--- src/verilog/bus_pkg.sv ---
package bus_pkg;

    // Bus geometry
    localparam int num_devices = 8;
    localparam int bus_width   = 32;

    // Low address bits kept as the device-local address
    localparam int window_bits = 29;
    // Top address bits that pick the target device
    localparam int sel_bits    = bus_width - window_bits;

    // One bit per device: req, ack, grant, window hits
    typedef logic [num_devices-1:0] dev_vec_t;

    // Device number, same width as the select field of an address
    typedef logic [sel_bits-1:0] dev_idx_t;

    // Address or data word on the shared bus
    typedef logic [bus_width-1:0] bus_word_t;

    // Control word, wait in bit 0 up to reserved in bits 7:5
    typedef struct packed {
        logic [2:0] reserved;
        logic [2:0] burst;
        logic       we;
        logic       wait_flag;
    } ctrl_t;

    // Per-device input banks, slice i is driven by device i
    typedef ctrl_t     [num_devices-1:0] ctrl_bank_t;
    typedef bus_word_t [num_devices-1:0] bus_bank_t;

    // Transfer sequencer states
    typedef enum logic [2:0] {
        st_idle,
        st_ack,
        st_addr,
        st_ack_slave,
        st_busy,
        st_finish
    } seq_state_t;

endpackage

--- src/verilog/addr_translator.sv ---
`timescale 1ns/10ps

module addr_translator (
    input  bus_pkg::bus_word_t addr_word,
    output bus_pkg::dev_vec_t  dev_mask,
    output bus_pkg::bus_word_t phys_addr
);

    bus_pkg::dev_vec_t hits;
    bus_pkg::bus_bank_t win_addr;

    // One window decoder per device, all fed the same virtual address
    for (genvar k = 0; k < bus_pkg::num_devices; k++) begin : g_window
        addr_window u_window (
            .index     (bus_pkg::dev_idx_t'(k)),
            .addr      (addr_word),
            .hit       (hits[k]),
            .phys_addr (win_addr[k])
        );
    end

    // At most one window hits, so the hit vector is already one-hot
    assign dev_mask = hits;

    // OR of the hitting windows, zero when nothing decodes
    always_comb begin
        phys_addr = '0;
        for (int i = 0; i < bus_pkg::num_devices; i++) begin
            if (hits[i]) begin
                phys_addr = phys_addr | win_addr[i];
            end
        end
    end

endmodule

--- src/verilog/addr_window.sv ---
`timescale 1ns/10ps

module addr_window (
    input  bus_pkg::dev_idx_t  index,
    input  bus_pkg::bus_word_t addr,
    output logic               hit,
    output bus_pkg::bus_word_t phys_addr
);

    bus_pkg::dev_idx_t select;

    // Device select field sits in the top address bits
    assign select = addr[bus_pkg::bus_width-1:bus_pkg::window_bits];

    assign hit = (select == index);

    // Device-local address is the virtual address without its select field
    always_comb begin
        phys_addr = addr;
        phys_addr[bus_pkg::bus_width-1:bus_pkg::window_bits] = '0;
    end

endmodule

--- src/verilog/bus_controller.sv ---
`timescale 1ns/10ps

module bus_controller (
    input  logic                clk,
    input  logic                rst,
    input  bus_pkg::dev_vec_t   req,
    input  bus_pkg::ctrl_bank_t ctrl_in,
    input  bus_pkg::bus_bank_t  bus_in,
    output bus_pkg::dev_vec_t   ack,
    output bus_pkg::ctrl_t      ctrl_out,
    output bus_pkg::bus_word_t  bus_out
);

    bus_pkg::dev_vec_t  grant;
    bus_pkg::dev_vec_t  dev_mask;
    bus_pkg::bus_word_t addr_word;
    bus_pkg::bus_word_t phys_addr;
    logic               load;
    logic               clear;

    priority_arbiter u_arbiter (
        .clk   (clk),
        .rst   (rst),
        .req   (req),
        .load  (load),
        .clear (clear),
        .grant (grant)
    );

    addr_translator u_translator (
        .addr_word (addr_word),
        .dev_mask  (dev_mask),
        .phys_addr (phys_addr)
    );

    bus_sequencer u_sequencer (
        .clk       (clk),
        .rst       (rst),
        .req       (req),
        .grant     (grant),
        .ctrl_in   (ctrl_in),
        .bus_in    (bus_in),
        .dev_mask  (dev_mask),
        .phys_addr (phys_addr),
        .load      (load),
        .clear     (clear),
        .addr_word (addr_word),
        .ack       (ack),
        .ctrl_out  (ctrl_out),
        .bus_out   (bus_out)
    );

endmodule

--- src/verilog/bus_sequencer.sv ---
`timescale 1ns/10ps

module bus_sequencer (
    input  logic                clk,
    input  logic                rst,
    input  bus_pkg::dev_vec_t   req,
    input  bus_pkg::dev_vec_t   grant,
    input  bus_pkg::ctrl_bank_t ctrl_in,
    input  bus_pkg::bus_bank_t  bus_in,
    input  bus_pkg::dev_vec_t   dev_mask,
    input  bus_pkg::bus_word_t  phys_addr,
    output logic                load,
    output logic                clear,
    output bus_pkg::bus_word_t  addr_word,
    output bus_pkg::dev_vec_t   ack,
    output bus_pkg::ctrl_t      ctrl_out,
    output bus_pkg::bus_word_t  bus_out
);

    bus_pkg::seq_state_t state;
    bus_pkg::seq_state_t state_next;

    // Latched transfer registers
    bus_pkg::dev_vec_t  initiator_q;
    bus_pkg::dev_vec_t  slave_q;
    logic               we_q;
    logic [2:0]         burst_q;
    bus_pkg::bus_word_t prev_bus_q;

    bus_pkg::ctrl_t     master_ctrl;
    bus_pkg::ctrl_t     slave_ctrl;
    bus_pkg::bus_word_t master_bus;
    bus_pkg::bus_word_t slave_bus;
    logic               req_dropped;

    // One-hot select from a control bank
    function automatic bus_pkg::ctrl_t pick_ctrl(input bus_pkg::ctrl_bank_t bank,
                                                 input bus_pkg::dev_vec_t   sel);
        bus_pkg::ctrl_t result;
        result = '0;
        for (int i = 0; i < bus_pkg::num_devices; i++) begin
            if (sel[i]) begin
                result = result | bank[i];
            end
        end
        return result;
    endfunction

    // One-hot select from a bus word bank
    function automatic bus_pkg::bus_word_t pick_bus(input bus_pkg::bus_bank_t bank,
                                                    input bus_pkg::dev_vec_t  sel);
        bus_pkg::bus_word_t result;
        result = '0;
        for (int i = 0; i < bus_pkg::num_devices; i++) begin
            if (sel[i]) begin
                result = result | bank[i];
            end
        end
        return result;
    endfunction

    assign master_ctrl = pick_ctrl(ctrl_in, grant);
    assign master_bus  = pick_bus(bus_in, grant);
    assign slave_ctrl  = pick_ctrl(ctrl_in, slave_q);
    assign slave_bus   = pick_bus(bus_in, slave_q);

    // Master's word goes to the translator during the address cycle
    assign addr_word = master_bus;

    // Transfer ends once the initiating master lowers its request
    assign req_dropped = ((initiator_q & req) == '0);

    assign load  = (state == bus_pkg::st_idle);
    assign clear = (state == bus_pkg::st_finish);

    always_comb begin
        case (state)
            bus_pkg::st_idle:      state_next = (req != '0) ? bus_pkg::st_ack : bus_pkg::st_idle;
            bus_pkg::st_ack:       state_next = bus_pkg::st_addr;
            bus_pkg::st_addr:      state_next = bus_pkg::st_ack_slave;
            bus_pkg::st_ack_slave: state_next = bus_pkg::st_busy;
            bus_pkg::st_busy:      state_next = req_dropped ? bus_pkg::st_finish : bus_pkg::st_busy;
            default:               state_next = bus_pkg::st_idle;
        endcase
    end

    always_ff @(posedge clk) begin
        if (rst) begin
            state       <= bus_pkg::st_idle;
            initiator_q <= '0;
            slave_q     <= '0;
        end else begin
            state <= state_next;
            if (state == bus_pkg::st_ack) begin
                initiator_q <= grant;
            end
            // Slave comes from the window hit of the address cycle
            if (state == bus_pkg::st_addr) begin
                slave_q <= dev_mask;
            end else if (state == bus_pkg::st_finish) begin
                slave_q <= '0;
            end
        end
    end

    // Master's direction and burst, taken in the grant cycle
    always_ff @(posedge clk) begin
        prev_bus_q <= bus_out;
        if (state == bus_pkg::st_ack) begin
            we_q    <= master_ctrl.we;
            burst_q <= master_ctrl.burst;
        end
    end

    // Ack, control and bus routing per state
    always_comb begin
        case (state)
            bus_pkg::st_addr: begin
                ack      = grant;
                ctrl_out = master_ctrl;
                bus_out  = phys_addr;
            end
            bus_pkg::st_ack_slave: begin
                // Address held one more cycle for the slave, wait forced
                ack                = slave_q;
                ctrl_out           = '0;
                ctrl_out.burst     = burst_q;
                ctrl_out.we        = we_q;
                ctrl_out.wait_flag = 1'b1;
                bus_out            = prev_bus_q;
            end
            bus_pkg::st_busy, bus_pkg::st_finish: begin
                ack      = slave_q;
                ctrl_out = slave_ctrl;
                bus_out  = we_q ? master_bus : slave_bus;
            end
            default: begin
                ack      = grant;
                ctrl_out = master_ctrl;
                bus_out  = master_bus;
            end
        endcase
    end

endmodule

--- src/verilog/priority_arbiter.sv ---
`timescale 1ns/10ps

module priority_arbiter (
    input  logic              clk,
    input  logic              rst,
    input  bus_pkg::dev_vec_t req,
    input  logic              load,
    input  logic              clear,
    output bus_pkg::dev_vec_t grant
);

    bus_pkg::dev_vec_t lowest;
    bus_pkg::dev_vec_t grant_q;

    // Scan from the top down so the lowest set bit is the last one kept
    always_comb begin
        lowest = '0;
        for (int i = bus_pkg::num_devices - 1; i >= 0; i--) begin
            if (req[i]) begin
                lowest    = '0;
                lowest[i] = 1'b1;
            end
        end
    end

    // Grant register
    // clear wins over load, both never come in the same state anyway
    always_ff @(posedge clk) begin
        if (rst) begin
            grant_q <= '0;
        end else if (clear) begin
            grant_q <= '0;
        end else if (load) begin
            grant_q <= lowest;
        end
    end

    assign grant = grant_q;

endmodule
--- config.mk ---
export PLATFORM = sky130hd
export DESIGN_NAME = bus_controller
export DESIGN_NICKNAME = d
export VERILOG_FILES = /design/src/verilog/bus_pkg.sv /design/src/verilog/addr_translator.sv /design/src/verilog/addr_window.sv /design/src/verilog/bus_controller.sv /design/src/verilog/bus_sequencer.sv /design/src/verilog/priority_arbiter.sv
export SDC_FILE = /design/constraint.sdc
export NUM_CORES = 1
export LEC_CHECK = 0
export ABC_CLOCK_PERIOD_IN_PS = 2200
export BUFFER_PORTS_ARGS = -buffer_cell sky130_fd_sc_hd__buf_4
export CORE_AREA = 2 2 145 147
export DETAILED_ROUTE_END_ITERATION = 10
export DIE_AREA = 0 0 147 149
export HOLD_SLACK_MARGIN = 0.05
export PLACE_DENSITY_LB_ADDON = 0.15
export SETUP_SLACK_MARGIN = 0.05
export SYNTH_ARGS = -nofsm -noshare
export SYNTH_HDL_FRONTEND = slang
export SYNTH_SLANG_ARGS = --single-unit
--- constraint.sdc ---
create_clock -name clk -period 2.2 [get_ports clk]
set_input_delay 0.44 -clock clk [delete_from_list [all_inputs] [get_ports clk]]
set_output_delay 0.44 -clock clk [all_outputs]
set_load 0.005 [all_outputs]
==> flow_metrics.tcl <==
set metrics [dict create \
    hp-start "req[3]" \
    synth_top_area_share_pct 33.0 \
    finalHoldViolCount 0 \
    p_seq_share_pct 27.1 \
    cts_tree "built" \
    rsz0062_at_grt "yes" \
    htreeDepth 3 \
    grt_pass1_vias 9158 \
    synth_cells 702 \
    clk_latency_ns 0.34 \
    whs_ns 0.376 \
    reg2reg_from "u_arbiter.grant[0]$_SDFFE_PP0P_" \
    multi_input_area_um2 4450 \
    grt_max_degree 30 \
    synth_fa_ha_area_share_pct 0 \
    relSlewSlack_pct 50.6 \
    yosys.cell_types.count 43 \
    ys_seq_area_share_pct 22.4 \
    cts_root_buffer "clkbuf_16" \
    avgSynthCellArea_um2 8.26 \
    violations "setup timing" \
    start_kind "register" \
    cts_hold_buf 0 \
    clock_path_buffers 2 \
    power.total_uw 5060 \
    cpMostUsedCell "buf_6" \
    drcViolationCount 0 \
    synth.ff_latch_count 63 \
    setup_viol 35 \
    die-area_um2 21900 \
    synth-edff-count 4 \
    dr.pass1.iters 7 \
    netlist_top_cells_area "a22oi_1, dfxtp_1, a221o_1, a22o_1, a221oi_1" \
    fp.coreArea_um2 20600 \
    rows 53 \
    finalCritPeriodShare_pct 105 \
    vias 8992 \
    p_sw_uw 1680 \
    synth_top_family_by_area "compound AO/OA/AOI/OAI gates" \
    drtIter0Drc 1033 \
    worstPathMaxFanout 8 \
    hp-class "primary input to register" \
    cp-startpoint "u_sequencer.slave_q[4]$_SDFFE_PP0P_" \
    synth_mux_area_share_pct 2.93 \
    grt_pass1_wl_um 54800 \
    die_h_um 149 \
    synth_compound_area_share_pct 56.8 \
    cp.required_ns 1.76 \
    wl_um 37700 \
    synth_warnings 0 \
    setup_ws_ns -0.116 \
    avgRoutedWirePerCell_um 27.8 \
    grtUsageTotal_pct 32.3 \
    power_density_nw_per_um2 486 \
    cts_sinks 63 \
    regArea_um2 1350 \
    pin_count 378 \
    cts_made_buffers 9 \
    postRouteAntennaNets 0 \
    synthFlopType "dfxtp_1" \
    final_nets 1406 \
    drv_slew 0 \
    fmax_mhz 432 \
    synth_xor_area_share_pct 0.151 \
    yosysTopAreaCell "a22oi_1" \
    dp.final_hpwl_um 26400 \
    crit_slowest_cell "dfxtp_4" \
    fillers 1972 \
    portBuffers 377 \
    p_int_uw 3380 \
    drive_above_1_share_pct 52.5 \
    synth-simple-area-share_pct 10.4 \
    antenna_found_initial 0 \
    critPathArrivalTime_ns 1.88 \
    comb_power_share_pct 41.4 \
    path_clk_slew_ns 0.06 \
    vias_per_cell 6.63 \
    post-route-min-period_ns 2.32 \
    p_sw_share_pct 33.2 \
    p_leak_uw 0.00409 \
    syn-cell-area_um2 5800 \
    critPathMaxStageDelay_ns 0.43 \
    clockPowerShare_pct 31.5 \
    vdd_drop_max_v 0.000314 \
    outcome "complete, but fails checks" \
    crit_type "register to output pin" \
    worstSetupEndpointType "output pin" \
    fp.dieW_um 147 \
    fin_worst_skew_ns 0.00992 \
    syn_to_final_growth_pct 79.5 \
    synthArstFlopShare_pct 0 \
    fin_area_um2 10400 \
    synth_nets 1032 \
    routabilityCongestion 0.914 \
    place_area_um2 9280 \
    start_util_pct 28.2 \
    crit_chain "buf_6, a22o_1, a221oi_2, a31oi_1, a221o_1, buf_6" \
    grt_overflow_total 0 \
    tightest_slew_ns 0.736 \
    drv_cap 0 \
]
## layer usage
layer / share of wire [%] / track usage [%] / vias up
li1: - / - / 3814
met1: 38 / 39.5 / 4270
met2: 46 / 51.2 / 754
met3: 11 / 8.65 / 154
met4: 5.2 / 19.0 / 0
met5: 0 / 0 / -
## worst paths after layout
check	endpoint	slack, ns	cells after the start
worst max-delay path	bus_out[16]	-0.12	6
worst max register to register	u_sequencer.slave_q[2]$_SDFFE_PP0P_	0.58	6
worst min-delay path	u_arbiter.grant[3]$_SDFFE_PP0P_	0.38	3
worst min register to register	u_sequencer.prev_bus_q[27]$_DFF_P_	0.50	1
## registers in the layout, indices dropped and copies added, names as in the netlist
register and flops:
u_arbiter.grant 8, u_sequencer.we_q 1, u_sequencer.initiator_q 8, u_sequencer.burst_q 3, u_sequencer.slave_q 8, u_sequencer.prev_bus_q 32
u_sequencer.state 3
## cells in the final DEF (no fill, tap or decap), types with 2 or more instances in the layout
master	n
a221o_1	36
o31ai_1	3
buf_8	3
buf_6	35
a22oi_2	17
buf_16	2
buf_12	21
dfxtp_1	41
mux2_4	8
a21oi_1	6
o21ai_0	3
nor2_1	21
dfxtp_2	8
clkbuf_16	12
a221oi_2	32
a22o_1	38
mux2i_1	8
nor2b_4	2
nand3_1	4
dfxtp_4	10
nand4_1	43
clkinv_4	3
edfxtp_1	4
a221oi_1	3
a31oi_1	32
inv_6	2
nor2_4	2
a22oi_1	238
buf_4	397
nor3_1	2
nand2_1	17
nand2b_1	3
a41oi_2	4
## worst max-delay path, delay by kind of cell, from the launching register on
kind / cells / cell delay (ns)
buffers and inverters: 2 / 0.31
AO/OA/AOI/OAI: 4 / 0.80
flip-flops: 1 / 0.43
## power groups by stage
stage / sequential [uW] / combinational, uW / clock, uW
4_1_cts: 1370 / 1960 / 1640
5_1_grt: 1380 / 2200 / 1690
6_report: 1370 / 2090 / 1590
2_1_floorplan: 1350 / 763 / 0
3_5_place_dp: 1400 / 1860 / 0
3_3_place_gp: 1400 / 1870 / 0
## stage by stage
stage	utilization [%]	setup slack (ns)	setup TNS, ns	std cells
floorplan	-	0.325	0	702
global placement	45.1	0.101	0	1319
detailed placement	45.1	0.0988	0	1319
CTS	49.0	-0.103	-2.78	1350
global route	50.6	-0.183	-5.02	1356
finish	50.7	-0.116	-2.27	1357
## synthesized netlist by cell type, types with 2 or more instances
cell      number
buf_4          2
o31ai_1        3
a22o_1        38
nand2b_1       3
nand4_1       43
a221o_1       36
mux2i_1        8
nor2_1        22
nor3b_1        2
a21oi_1        6
o21ai_0        3
a22oi_1      255
nand2_1       17
buf_6          4
buf_2         21
nand3_1        4
dfxtp_1       59
a31oi_1       32
buf_1          2
nor2_4         2
edfxtp_1       4
a221oi_1      36
a41oi_1        5
mux2_2         8
clkbuf_1      68
nor3_1         2
## area by class of cell
type,instances,area share (%)
tap,275,3.30
multi-input combinational,542,42.7
clock buffer,10,2.40
clock inverter,6,0.709
sequential,63,13.0
antenna,1,0.0240
timing repair buffer,460,37.9
## cell families (layout without fill, tap and decap cells)
| kind of cell | after synthesis | in the layout |
|---|---|---|
| AOI/OAI and AO/OA | 420 | 420 |
| and+or+nand+nor | 105 | 105 |
| buffers and inverters | 97 | 476 |
| DFF | 63 | 63 |
| muxes | 16 | 16 |
| xor gates and xnor gates | 1 | 1 |
| other | 0 | 1 |
## timing repair
| action | CTS | global route |
|---|---|---|
| buffers inserted | 13 | 4 |
| pin swaps | 47 | 55 |
| endpoints found under the setup margin | 48 | 48 |
| resized for setup | 67 | 57 |
| gates cloned | 2 | 2 |
(Power assumes the default switching activity.)
